<file path="src/rtl/collect_cfg_pkg.sv">
/* default sizes of the packet collector
   the top level takes its parameter defaults from here and passes them down */
package collect_cfg_pkg;

    // input streams gathered onto the one output
    parameter int NUM_CH = 16;

    // beat width of every stream
    parameter int DATA_W = 32;

    // per-channel count hint, beats still queued
    parameter int CNT_W = 8;

endpackage

</file>
<file path="src/rtl/collect_ctrl_pkg.sv">
/* control encodings of the packet collector
   arbitration mode and combiner state */
package collect_ctrl_pkg;

    // which seeker the combiner starts
    typedef enum logic {
        ARB_ROUND_ROBIN = 1'b0,
        ARB_MAX_COUNT   = 1'b1
    } arb_mode_e;

    // combiner FSM
    // idle issues a start, seek waits for done or empty,
    // locked holds one channel until its last beat
    typedef enum logic [1:0] {
        MUX_IDLE   = 2'd0,
        MUX_SEEK   = 2'd1,
        MUX_LOCKED = 2'd2
    } mux_state_e;

endpackage

</file>
<file path="src/rtl/seek_if.sv">
/* request path between the combiner and one channel seeker
   start from the combiner, done or empty plus the channel back from the seeker */
`timescale 1ns/1ps

interface seek_if #(
    parameter int num_ch = collect_cfg_pkg::NUM_CH
);
    localparam int ch_w = (num_ch > 1) ? $clog2(num_ch) : 1;

    // one-cycle pulse, never raised mid-search
    logic start;
    // search found a channel, one-cycle pulse
    logic done;
    // full pass without a valid channel, one-cycle pulse
    logic empty;
    // granted channel, held from done until the next start
    logic [ch_w-1:0] ch;

    modport seeker (
        input  start,
        output done,
        output empty,
        output ch
    );

    modport combiner (
        output start,
        input  done,
        input  empty,
        input  ch
    );

endinterface

</file>
<file path="src/rtl/rr_seeker.sv">
/* round-robin channel search, one channel examined per cycle
   scan begins at a rotating pointer that moves past each granted channel */
`timescale 1ns/1ps

module rr_seeker #(
    parameter int num_ch = collect_cfg_pkg::NUM_CH
) (
    input  logic              clk,
    input  logic              rst,
    input  logic [num_ch-1:0] valid,
    seek_if.seeker            seek
);
    localparam int ch_w = (num_ch > 1) ? $clog2(num_ch) : 1;
    localparam logic [ch_w-1:0] last_ch = ch_w'(num_ch - 1);

    logic            busy;
    logic [ch_w-1:0] ptr;
    logic [ch_w-1:0] idx;
    logic [ch_w-1:0] lap;
    logic [ch_w-1:0] ch_q;
    logic            done_q;
    logic            empty_q;

    // channel looked at this cycle and how many came before it
    logic [ch_w-1:0] cur;
    logic [ch_w-1:0] seen;
    logic [ch_w-1:0] cur_next;
    logic            hit;

    always_comb begin
        // first channel is examined in the start cycle itself
        cur      = seek.start ? ptr : idx;
        seen     = seek.start ? '0 : lap;
        cur_next = (cur == last_ch) ? '0 : cur + 1'b1;
        hit      = valid[cur];
    end

    always_ff @(posedge clk) begin
        if (rst) begin
            busy    <= 1'b0;
            ptr     <= '0;
            idx     <= '0;
            lap     <= '0;
            done_q  <= 1'b0;
            empty_q <= 1'b0;
        end else begin
            done_q  <= 1'b0;
            empty_q <= 1'b0;
            if (seek.start || busy) begin
                if (hit) begin
                    busy   <= 1'b0;
                    done_q <= 1'b1;
                    // next search starts just past the winner
                    ptr    <= cur_next;
                end else if (seen == last_ch) begin
                    // whole lap without a valid channel
                    busy    <= 1'b0;
                    empty_q <= 1'b1;
                end else begin
                    busy <= 1'b1;
                    idx  <= cur_next;
                    lap  <= seen + 1'b1;
                end
            end
        end
    end

    // winner index, holds until a later hit
    always_ff @(posedge clk) begin
        if ((seek.start || busy) && hit) begin
            ch_q <= cur;
        end
    end

    assign seek.done  = done_q;
    assign seek.empty = empty_q;
    assign seek.ch    = ch_q;

endmodule

</file>
<file path="src/rtl/max_count_seeker.sv">
/* largest-count channel search, a full scan of one channel per cycle
   reports the valid channel with the most queued beats, lowest index on a tie */
`timescale 1ns/1ps

module max_count_seeker #(
    parameter int num_ch = collect_cfg_pkg::NUM_CH,
    parameter int cnt_w  = collect_cfg_pkg::CNT_W
) (
    input  logic              clk,
    input  logic              rst,
    input  logic [num_ch-1:0] valid,
    input  logic [cnt_w-1:0]  count [num_ch],
    seek_if.seeker            seek
);
    localparam int ch_w = (num_ch > 1) ? $clog2(num_ch) : 1;
    localparam logic [ch_w-1:0] last_ch = ch_w'(num_ch - 1);

    logic             busy;
    logic [ch_w-1:0]  idx;
    logic             found;
    logic             done_q;
    logic             empty_q;

    // best candidate so far
    logic [ch_w-1:0]  best_ch;
    logic [cnt_w-1:0] best_cnt;

    logic [ch_w-1:0]  cur;
    logic             take;
    logic             found_next;

    always_comb begin
        // scan always begins at channel 0, in the start cycle
        cur = seek.start ? '0 : idx;
        // strictly larger only, so an earlier channel keeps a tie
        take = valid[cur] && (seek.start || !found || count[cur] > best_cnt);
        // a new start forgets the previous result
        found_next = take || (found && !seek.start);
    end

    always_ff @(posedge clk) begin
        if (rst) begin
            busy    <= 1'b0;
            idx     <= '0;
            found   <= 1'b0;
            done_q  <= 1'b0;
            empty_q <= 1'b0;
        end else begin
            done_q  <= 1'b0;
            empty_q <= 1'b0;
            if (seek.start || busy) begin
                found <= found_next;
                if (cur == last_ch) begin
                    // last channel seen, report either way
                    busy    <= 1'b0;
                    done_q  <= found_next;
                    empty_q <= !found_next;
                end else begin
                    busy <= 1'b1;
                    idx  <= cur + 1'b1;
                end
            end
        end
    end

    always_ff @(posedge clk) begin
        if ((seek.start || busy) && take) begin
            best_ch  <= cur;
            best_cnt <= count[cur];
        end
    end

    // best_ch only moves during a search, so it holds after done
    assign seek.done  = done_q;
    assign seek.empty = empty_q;
    assign seek.ch    = best_ch;

endmodule

</file>
<file path="src/rtl/packet_mux.sv">
/* combiner of the packet collector
   starts the selected seeker, locks the granted channel and fills the one-beat output slot */
`timescale 1ns/1ps

module packet_mux #(
    parameter int num_ch = collect_cfg_pkg::NUM_CH,
    parameter int data_w = collect_cfg_pkg::DATA_W
) (
    input  logic                        clk,
    input  logic                        rst,
    input  collect_ctrl_pkg::arb_mode_e mode,
    seek_if.combiner                    rr,
    seek_if.combiner                    mc,
    input  logic [data_w-1:0]           in_data [num_ch],
    input  logic [num_ch-1:0]           in_last,
    input  logic [num_ch-1:0]           in_valid,
    output logic [num_ch-1:0]           in_ready,
    output logic [data_w-1:0]           out_data,
    output logic                        out_last,
    output logic                        out_valid,
    input  logic                        out_ready
);
    localparam int ch_w = (num_ch > 1) ? $clog2(num_ch) : 1;

    collect_ctrl_pkg::mux_state_e state;
    collect_ctrl_pkg::arb_mode_e  mode_q;

    logic            rr_start;
    logic            mc_start;
    logic [ch_w-1:0] grant;

    // answer of whichever seeker was started
    logic            sel_done;
    logic            sel_empty;
    logic [ch_w-1:0] sel_ch;
    logic            accept;

    always_comb begin
        if (mode_q == collect_ctrl_pkg::ARB_MAX_COUNT) begin
            sel_done  = mc.done;
            sel_empty = mc.empty;
            sel_ch    = mc.ch;
        end else begin
            sel_done  = rr.done;
            sel_empty = rr.empty;
            sel_ch    = rr.ch;
        end
    end

    // ready only toward the locked channel and only into an empty slot
    always_comb begin
        in_ready = '0;
        if (state == collect_ctrl_pkg::MUX_LOCKED && !out_valid) begin
            in_ready[grant] = 1'b1;
        end
    end

    assign accept = in_ready[grant] && in_valid[grant];

    always_ff @(posedge clk) begin
        if (rst) begin
            state    <= collect_ctrl_pkg::MUX_IDLE;
            mode_q   <= collect_ctrl_pkg::ARB_ROUND_ROBIN;
            rr_start <= 1'b0;
            mc_start <= 1'b0;
            grant    <= '0;
        end else begin
            rr_start <= 1'b0;
            mc_start <= 1'b0;
            case (state)
                collect_ctrl_pkg::MUX_IDLE: begin
                    // mode is only looked at here
                    mode_q   <= mode;
                    rr_start <= (mode == collect_ctrl_pkg::ARB_ROUND_ROBIN);
                    mc_start <= (mode == collect_ctrl_pkg::ARB_MAX_COUNT);
                    state    <= collect_ctrl_pkg::MUX_SEEK;
                end
                collect_ctrl_pkg::MUX_SEEK: begin
                    if (sel_done) begin
                        grant <= sel_ch;
                        state <= collect_ctrl_pkg::MUX_LOCKED;
                    end else if (sel_empty) begin
                        // nothing queued, try again
                        state <= collect_ctrl_pkg::MUX_IDLE;
                    end
                end
                collect_ctrl_pkg::MUX_LOCKED: begin
                    // lock held until the packet's last beat is taken
                    if (accept && in_last[grant]) begin
                        state <= collect_ctrl_pkg::MUX_IDLE;
                    end
                end
                default: begin
                    state <= collect_ctrl_pkg::MUX_IDLE;
                end
            endcase
        end
    end

    assign rr.start = rr_start;
    assign mc.start = mc_start;

    // output slot, full flag is out_valid itself
    always_ff @(posedge clk) begin
        if (rst) begin
            out_valid <= 1'b0;
        end else if (accept) begin
            out_valid <= 1'b1;
        end else if (out_valid && out_ready) begin
            out_valid <= 1'b0;
        end
    end

    // beat payload, only loaded into an empty slot
    always_ff @(posedge clk) begin
        if (accept) begin
            out_data <= in_data[grant];
            out_last <= in_last[grant];
        end
    end

endmodule

</file>
<file path="src/rtl/packet_collector.sv">
/* packet collector top, gathers num_ch input streams onto one output stream
   whole packets are granted by round robin or largest count first, chosen by mode */
`timescale 1ns/1ps

module packet_collector #(
    parameter int num_ch = collect_cfg_pkg::NUM_CH,
    parameter int data_w = collect_cfg_pkg::DATA_W,
    parameter int cnt_w  = collect_cfg_pkg::CNT_W
) (
    input  logic                        clk,
    input  logic                        rst,
    input  collect_ctrl_pkg::arb_mode_e mode,
    input  logic [data_w-1:0]           in_data [num_ch],
    input  logic [num_ch-1:0]           in_last,
    input  logic [num_ch-1:0]           in_valid,
    output logic [num_ch-1:0]           in_ready,
    input  logic [cnt_w-1:0]            in_count [num_ch],
    output logic [data_w-1:0]           out_data,
    output logic                        out_last,
    output logic                        out_valid,
    input  logic                        out_ready
);

    // one request path per seeker
    seek_if #(.num_ch(num_ch)) rr_seek ();
    seek_if #(.num_ch(num_ch)) mc_seek ();

    rr_seeker #(
        .num_ch (num_ch)
    ) u_rr_seeker (
        .clk   (clk),
        .rst   (rst),
        .valid (in_valid),
        .seek  (rr_seek.seeker)
    );

    // count hints only matter to this one
    max_count_seeker #(
        .num_ch (num_ch),
        .cnt_w  (cnt_w)
    ) u_max_count_seeker (
        .clk   (clk),
        .rst   (rst),
        .valid (in_valid),
        .count (in_count),
        .seek  (mc_seek.seeker)
    );

    packet_mux #(
        .num_ch (num_ch),
        .data_w (data_w)
    ) u_packet_mux (
        .clk       (clk),
        .rst       (rst),
        .mode      (mode),
        .rr        (rr_seek.combiner),
        .mc        (mc_seek.combiner),
        .in_data   (in_data),
        .in_last   (in_last),
        .in_valid  (in_valid),
        .in_ready  (in_ready),
        .out_data  (out_data),
        .out_last  (out_last),
        .out_valid (out_valid),
        .out_ready (out_ready)
    );

endmodule

</file>
<file path="config.mk">
export PLATFORM = sky130hd
export DESIGN_NAME = packet_collector
export DESIGN_NICKNAME = d
export VERILOG_FILES = /design/src/rtl/collect_cfg_pkg.sv /design/src/rtl/collect_ctrl_pkg.sv /design/src/rtl/seek_if.sv /design/src/rtl/rr_seeker.sv /design/src/rtl/max_count_seeker.sv /design/src/rtl/packet_mux.sv /design/src/rtl/packet_collector.sv
export SDC_FILE = /design/constraint.sdc
export NUM_CORES = 1
export LEC_CHECK = 0
export BUFFER_PORTS_ARGS = -buffer_cell sky130_fd_sc_hd__clkbuf_2
export CAP_MARGIN = 15
export CORE_AREA = 2 2 281 283
export CTS_CLUSTER_SIZE = 14
export DETAILED_ROUTE_END_ITERATION = 8
export DIE_AREA = 0 0 283 285
export GPL_ROUTABILITY_DRIVEN = 1
export PLACE_DENSITY_LB_ADDON = 0.15
export RECOVER_POWER = 50
export REMOVE_ABC_BUFFERS = 1
export SLEW_MARGIN = 20
export SYNTH_ARGS = -nofsm -noshare
export SYNTH_HDL_FRONTEND = slang
export SYNTH_SLANG_ARGS = --single-unit
</file>
<file path="constraint.sdc">
create_clock -name clk -period 4.8 [get_ports clk]
set_input_delay 0.96 -clock clk [delete_from_list [all_inputs] [get_ports clk]]
set_output_delay 0.96 -clock clk [all_outputs]
set_load 0.01 [all_outputs]
</file>
==> impl_metrics.tcl, run 1 <==
set metrics [dict create \
    status "complete, but fails checks" \
    violations "capacitance limit, slew limit" \
    critical_path.max_fanout 42 \
    synthTopCellsByArea "mux4_2 43%, edfxtp_1 17%, dfxtp_1 7.4%" \
    grt_overflow_total 0 \
    yosys_warnings 0 \
    synth_area_leader_cell "mux4_2" \
    slew_headroom -0.490 \
    synth.most_common_cell "mux4_2" \
    rsz0062_at_grt "false" \
    root_buffer "clkbuf_16" \
    syn_area_um2 8890 \
    fin_nets 2086 \
    power.leakage_nw 5.65 \
    cp-start-kind "register" \
    path_cells "nand3_1, nor3_1, clkbuf_2" \
    synth.avg_cell_area_um2 12.4 \
    slowest_delay_ps 1780 \
    cts_tree "done" \
    numCtsBuffers 9 \
    hold_class "reg2reg" \
    antenna_found_initial 22 \
    fp.dieW_um 283 \
    cts_setup_buffers 0 \
    clock_latency_ps 380 \
    required_ps 3840 \
    grt_pass1_wl_um 89300 \
    synth_edf_count 49 \
    period_needed_ps 4000 \
    drive_gt1_frac 0.658 \
    hold_viol 0 \
    port_buffers 725 \
    wire_per_inst_um 26.9 \
    drtPass1Iterations 4 \
    num_vias 9933 \
    dieArea_um2 80700 \
    slew_viol_final 77 \
    ir_drop_v 0.000133 \
    cp.arrival_ps 3040 \
    clk_pin_slew_ps 70 \
    die_h_um 285 \
    antenna_left 0 \
    fin_crit_sh 0.834 \
    cts.sink_count 82 \
    syn_inst 719 \
    criticalPathCategory "reg2out" \
    hold_ws_ps 487 \
    totalPowerFinal_mw 2.38 \
    end_kind "output pin" \
    hold_buffers 0 \
    ys_seq_elements 82 \
    drv_cap 2 \
    grt_pass1_vias 10641 \
    power_density_nw_per_um2 171 \
    core.rowCount 103 \
    post-dp-hpwl_um 57600 \
    yosysUniqueCellTypes 54 \
    top_level_ports 726 \
    drt-vias-per-instance 4.04 \
    fillers 8800 \
    area_growth_pct 56.7 \
    synth_seq_area_share 0.240 \
    grt_max_degree 101 \
    slowest_stage "dfxtp_1" \
    finClkSkew_ps 16.2 \
    start_util 0.114 \
    grt_util_all_layers 0.159 \
    worst_slew_pin_slew_ps 2230 \
    cts_buffer_depth 2 \
    gp_routability_congestion 0.963 \
    synthFlopType "edfxtp_1" \
    drt-initial-drc-count 448 \
    htreeDepth 3 \
    drc 0 \
    yosys-top-cells-count "171 x mux4_2, 57 x a21oi_1, 49 x edfxtp_1" \
    synth_top_area_share 0.433 \
    drt_wl_total_um 66200 \
    setup_viol 0 \
    async_flop_share 0 \
    cts_resized 0 \
    core_area_um2 78000 \
    max_clock_freq_mhz 250 \
]
==> cell type report <==
type	instances	area [um^2]	area share
clock buffers	9	225	0.0162
multi-input cells	534	6310	0.453
clock inverters	7	57.6	0.00413
well taps	1050	1310	0.0944
repair buffers	746	3770	0.271
diodes	2	5.00	0.000359
inverters	26	97.6	0.00701
flip-flops and latches	82	2140	0.154
==> final timing paths <==
| path | startpoint | to | slack [ps] | depth (start not counted) |
|---|---|---|---|---|
| worst min-delay path | u_rr_seeker.idx[0] | u_rr_seeker.idx[0] | 490 | 2 |
| worst max register to register | u_packet_mux.grant[1] | u_packet_mux.out_data[4] | 990 | 3 |
| worst max-delay path | u_packet_mux.grant[1] | in_ready[3] | 800 | 3 |
| worst min register to register | u_rr_seeker.idx[0] | u_rr_seeker.idx[0] | 490 | 2 |
==> power by group <==
group | leakage, nW | switching (mW) | internal (mW)
combinational | 4.79 | 0.389 | 0.465
sequential | 0.713 | 0.0269 | 0.770
clock | 0.145 | 0.370 | 0.363
==> metrics by stage <==
stage	utilization	instance area (um^2)	TNS (ps)	instances	setup WS, ps
6_report	0.179	13900	0	2456	798
5_1_grt	0.179	13900	0	2456	582
4_1_cts	0.179	14000	0	2454	935
3_5_place_dp	0.176	13700	0	2438	958
3_3_place_gp	0.176	13700	0	2438	1020
2_1_floorplan	-	8550	-256260	642	-3750
==> cells in the final DEF (no fill, tap or decap), types with 7 or more instances in the layout <==
cell and n:
clkbuf_2 690, mux4_2 171, a21oi_1 57, edfxtp_1 49, mux2i_1 45, clkbuf_1 38, nand2_1 33, nor3_1 32
nor2_1 29, dfxtp_1 29, inv_1 26, nand3_1 20, o21ai_0 18, o22ai_1 16, buf_4 15, a211oi_1 14
mux2_2 12, ha_1 11, a221oi_1 9, clkbuf_16 9, nor2b_1 7
==> flip-flops by register name, indices dropped and copies added, names as in the netlist, 2 cells and up <==
register                     count
u_rr_seeker.lap                  4
u_packet_mux.state               2
u_max_count_seeker.best_cnt      8
u_rr_seeker.seek.ch              4
u_packet_mux.out_data           32
u_rr_seeker.idx                  4
u_max_count_seeker.seek.ch       4
u_rr_seeker.ptr                  4
u_packet_mux.grant               4
u_max_count_seeker.idx           4
==> worst max-delay path, delay by kind of cell (launching register included) <==
| family | cells | cell delay (ps) |
|---|---|---|
| buffers and inverters | 1 | 170 |
| DFF | 1 | 1780 |
| and+or+nand+nor | 2 | 640 |
==> layer usage <==
metal / GRT usage / part of all wire
met1: 0.191 / 0.40
met4: 0.0303 / 0.016
met5: 0 / 0.00053
met3: 0.0373 / 0.061
met2: 0.288 / 0.52
==> cells by family after synthesis <==
logic type	Yosys count	share of synthesized area
flip-flops	82	0.240
adder cells (fa/ha/maj)	11	0.0155
buffers and inverters	103	0.0487
XOR/XNOR	1	0.000986
multiplexers	231	0.508
AND/OR/NAND/NOR	148	0.0822
AO/OA/AOI/OAI	143	0.104
(Power assumes the default switching activity.)
==> run 2: changes to the inputs <==
Clock period 4.8 ns to 4.1 ns, I/O delays scaled along.
==> impl_metrics.tcl, run 2 (synthesis results as in run 1) <==
set metrics [dict create \
    slowest_stage "mux2i_1" \
    ir_drop_v 0.000182 \
    fin_crit_sh 0.868 \
    period_needed_ps 3560 \
    worstHoldPathCells 2 \
    setup_ws_ps 539 \
    cts_buffer_depth 2 \
    start_util 0.114 \
    cp.arrival_ps 3820 \
    final_cell_mix "690 x clkbuf_2, 171 x mux4_2, 57 x a21oi_1, 49 x edfxtp_1, 45 x mux2i_1" \
    hold_viol 0 \
    setup_viol 0 \
    grt_util_all_layers 0.164 \
    grt_max_degree 102 \
    gp_routability_congestion 0.988 \
    r2r_cells 6 \
    cts_tree "done" \
    totalPowerFinal_mw 2.79 \
    intPower_mw 1.86 \
    critical-path-top-delay-family "compound AO/OA/AOI/OAI gates" \
    drc 0 \
    p_comb_frac 0.358 \
    drt_wl_total_um 68400 \
    hold_buffers 0 \
    fillers 8813 \
    hold_class "reg2reg" \
    preCtsSetupSlack_ps 619 \
    core.rowCount 103 \
    area_growth_pct 56.7 \
    htreeDepth 3 \
    p_sw_frac 0.332 \
    required_ps 4360 \
    drtPass1Iterations 5 \
    drv_cap 1 \
    violations "capacitance limit, slew limit" \
    seq_power_share 0.335 \
    largest-register "u_packet_mux.out_data" \
    status "complete, but fails checks" \
    top_level_ports 726 \
    power.leakage_nw 5.64 \
    fp.dieW_um 283 \
    slowest_delay_ps 860 \
    core_area_um2 78000 \
    post-dp-hpwl_um 58900 \
    port_buffers 725 \
    path_cells "mux2i_1, mux2_2, a221oi_2, a22o_1, a21oi_1, a311oi_1" \
    root_buffer "clkbuf_16" \
    drt-initial-drc-count 551 \
    cp.depth 6 \
    drive_gt1_frac 0.657 \
    antenna_left 0 \
    dieArea_um2 80700 \
    slew_viol_final 35 \
    rsz0062_at_grt "false" \
    critical_path.max_fanout 16 \
    largest_reg_flops 32 \
    clk_pin_slew_ps 70 \
    cp-start-kind "register" \
    layout_commonest_cell "clkbuf_2" \
    p_switching_uw 925 \
    finClkSkew_ps 14.3 \
    wire_per_inst_um 27.8 \
    antenna_found_initial 27 \
    largestRegisters "u_packet_mux.out_data x32, u_max_count_seeker.best_cnt x8" \
    cts_setup_buffers 0 \
    worst_slew_pin_slew_ps 1730 \
    num_vias 9965 \
    cp.buffers_inverters 0 \
    cts_resized 0 \
    grt_pass1_wl_um 91300 \
    end_kind "register" \
    grt_overflow_total 0 \
    die_h_um 285 \
    power_frac_clock 0.307 \
    fin_nets 2086 \
    max_clock_freq_mhz 281 \
    numCtsBuffers 9 \
    power_density_nw_per_um2 200 \
    drt-vias-per-instance 4.05 \
    grt_pass1_vias 10574 \
    cts.sink_count 82 \
    tns_ps 0 \
    criticalPathCategory "reg2reg" \
    clock_latency_ps 380 \
    slew_headroom -0.151 \
]
## run 2: power by group through the flow
stage / Clock (mW) / Sequential (mW) / Combinational [mW]
after floorplan: 0 / 0.981 / 0.441
after global placement: 0 / 0.955 / 1.02
after detailed placement: 0 / 0.955 / 1.02
after CTS: 0.932 / 0.936 / 1.02
after global routing: 0.944 / 0.938 / 1.08
final: 0.855 / 0.934 / 0.999
## run 2: worst reg2reg max path, delay by kind of cell (launching register included)
family,cells,cell delay [ps]
AO/OA/AOI/OAI,4,1410
flip-flops,1,750
multiplexers,2,1290
## run 2: per-stage QoR
step | util | std cells | cell area (um^2) | hold slack [ps]
floorplan | - | 642 | 8550 | 443
global placement | 0.176 | 2438 | 13700 | 493
detailed placement | 0.176 | 2438 | 13700 | 480
CTS | 0.180 | 2454 | 14000 | 490
global route | 0.179 | 2456 | 13900 | 511
finish | 0.179 | 2459 | 13900 | 485
## run 2: per-layer routing
layer	up-vias	track usage	share of wire
met4	8	0.0290	0.013
met1	5024	0.198	0.40
met2	495	0.298	0.52
li1	4385	-	-
met3	53	0.0402	0.064
met5	-	0	0.00073
## run 2: layout make-up
class / instances / area (um^2) / area share
multi-input combinational: 534 / 6300 / 0.453
tap: 1050 / 1310 / 0.0943
clock buffer: 10 / 229 / 0.0164
clock inverter: 6 / 46.3 / 0.00332
inverter: 26 / 97.6 / 0.00701
sequential: 82 / 2140 / 0.154
antenna: 5 / 12.5 / 0.000898
timing repair buffer: 746 / 3780 / 0.271
## run 2: final timing paths
path / startpoint / endpoint / slack, ps
worst max-delay path: u_packet_mux.rr.start / u_rr_seeker.lap[0] / 540
worst min-delay path: u_rr_seeker.ptr[0] / u_rr_seeker.ptr[0] / 480
worst max register to register: u_packet_mux.rr.start / u_rr_seeker.lap[0] / 540
worst min register to register: u_rr_seeker.ptr[0] / u_rr_seeker.ptr[0] / 480
==> run 3: changes to the inputs <==
Settings changed: MAX_ROUTING_LAYER set to met4, SETUP_SLACK_MARGIN set to 0.2.
==> impl_metrics.tcl, run 3 (synthesis results as in run 1) <==
set metrics [dict create \
    status "complete, but fails checks" \
    route.met3.wl_um 3710 \
    p_sw_frac 0.331 \
    slew_headroom -0.182 \
    cts_tree "done" \
    largest_reg_flops 32 \
    drt-initial-drc-count 433 \
    final_cell_mix "691 x clkbuf_2, 171 x mux4_2, 57 x a21oi_1, 49 x edfxtp_1, 45 x mux2i_1" \
    drt-vias-per-instance 4.03 \
    worstReg2RegEnd "u_packet_mux.out_data[27]" \
    clock_latency_ps 380 \
    wl_met2_um 35200 \
    grt_overflow_total 0 \
    grt_pass1_vias 10913 \
    multiInputGateArea_um2 6300 \
    fp.dieW_um 283 \
    drv_cap 1 \
    port_buffers 725 \
    setup_ws_ps 540 \
    cts.sink_count 82 \
    top_level_ports 726 \
    r2r_slack_ps 540 \
    cts_setup_buffers 0 \
    ir_drop_v 0.000196 \
    start_util 0.114 \
    p_comb_frac 0.356 \
    largest-register "u_packet_mux.out_data" \
    dr.max_layer_used "met4" \
    seq_power_share 0.336 \
    die_h_um 285 \
    max_clock_freq_mhz 281 \
    core.rowCount 103 \
    critical_path.max_fanout 32 \
    finClkSkew_ps 11.5 \
    worst_slew_pin_slew_ps 1770 \
    hold_class "reg2reg" \
    area_growth_pct 56.7 \
    regToRegStartpoint "u_packet_mux.grant[0]" \
    wl_met1_um 27700 \
    dieArea_um2 80700 \
    rsz0062_at_grt "false" \
    layout_commonest_cell "clkbuf_2" \
    hold_buffers 0 \
    intPower_mw 1.86 \
    slew_viol_final 35 \
    post-dp-hpwl_um 58700 \
    power_density_nw_per_um2 200 \
    fin_nets 2088 \
    fin_crit_sh 0.868 \
    hold_end "u_rr_seeker.idx[0]" \
    r2r_cells 3 \
    preCtsSetupSlack_ps 579 \
    clk_pin_slew_ps 80 \
    wire_per_inst_um 27.6 \
    violations "capacitance limit, slew limit" \
    drtPass1Iterations 4 \
    tns_ps 0 \
    grt_pass1_wl_um 91300 \
    regArea_um2 2150 \
    setup_viol 0 \
    criticalPathCategory "reg2reg" \
    core_area_um2 78000 \
    required_ps 4210 \
    period_needed_ps 3560 \
    antenna_left 0 \
    drc 0 \
    grt_max_degree 64 \
    power.leakage_nw 5.65 \
    fillers 8786 \
    cts_buffer_depth 2 \
    grt_util_all_layers 0.168 \
    worstHoldPathCells 2 \
    cp-start-kind "register" \
    antenna_found_initial 26 \
    hp-start "u_rr_seeker.idx[0]" \
    drt_wl_total_um 67900 \
    power_frac_clock 0.308 \
    drive_gt1_frac 0.657 \
    htreeDepth 3 \
    numCtsBuffers 9 \
    end_kind "register" \
    largestRegisters "u_packet_mux.out_data x32, u_max_count_seeker.best_cnt x8" \
    hold_viol 0 \
    p_switching_uw 922 \
    num_vias 9923 \
    cts_resized 0 \
    gp_routability_congestion 0.975 \
    cp.arrival_ps 3670 \
    root_buffer "clkbuf_16" \
]
[run 3: layout make-up]
class                   instances  area share
inverters                      26     0.00701
diodes                          7     0.00126
flip-flops and latches         82       0.154
repair buffers                748       0.271
multi-input cells             534       0.453
clock inverters                 6     0.00350
well taps                    1050      0.0943
clock buffers                  10      0.0164
[run 3: worst max-delay path: stages (launching register included)]
cell and delay, ps:
dfxtp_2 1120, clkbuf_1 910, mux4_2 630, mux4_2 550
[run 3: how the worst max path moves through the flow]
stage	startpoint	to	slack, ps	cells after the start
after floorplan	u_packet_mux.grant[0]	u_packet_mux.out_data[0]	-4450	3
after global placement	in_count[0]	u_max_count_seeker.best_cnt[1]	610	13
after detailed placement	in_count[106]	u_max_count_seeker.best_cnt[4]	580	14
after CTS	u_packet_mux.mc.start	u_max_count_seeker.best_cnt[0]	610	16
after global routing	u_packet_mux.rr.start	u_rr_seeker.lap[0]	280	6
final	u_packet_mux.grant[0]	u_packet_mux.out_data[27]	540	3
[run 3: power by group through the flow]
stage	logic (mW)	clock network (mW)	registers [mW]
detailed placement	1.01	0	0.958
floorplan	0.441	0	0.981
CTS	1.01	0.926	0.939
global route	1.08	0.937	0.942
global placement	1.01	0	0.957
finish	0.992	0.858	0.936
[run 3: per-layer routing]
layer  vias to the layer above  GRT usage
met5                         -          -
met4                         0     0.0338
met3                        52     0.0349
met2                       480      0.298
met1                      5000      0.196
li1                       4391          -
[run 3: per-stage QoR]
step           cell area [um^2]   util  power, mW  hold slack, ps  cells
2_1_floorplan              8550      -       1.42             443    642
3_3_place_gp              13700  0.176       1.97             489   2440
3_5_place_dp              13700  0.176       1.97             473   2440
4_1_cts                   14000  0.180       2.88             483   2456
5_1_grt                   13900  0.179       2.95             497   2461
6_report                  13900  0.179       2.79             478   2463
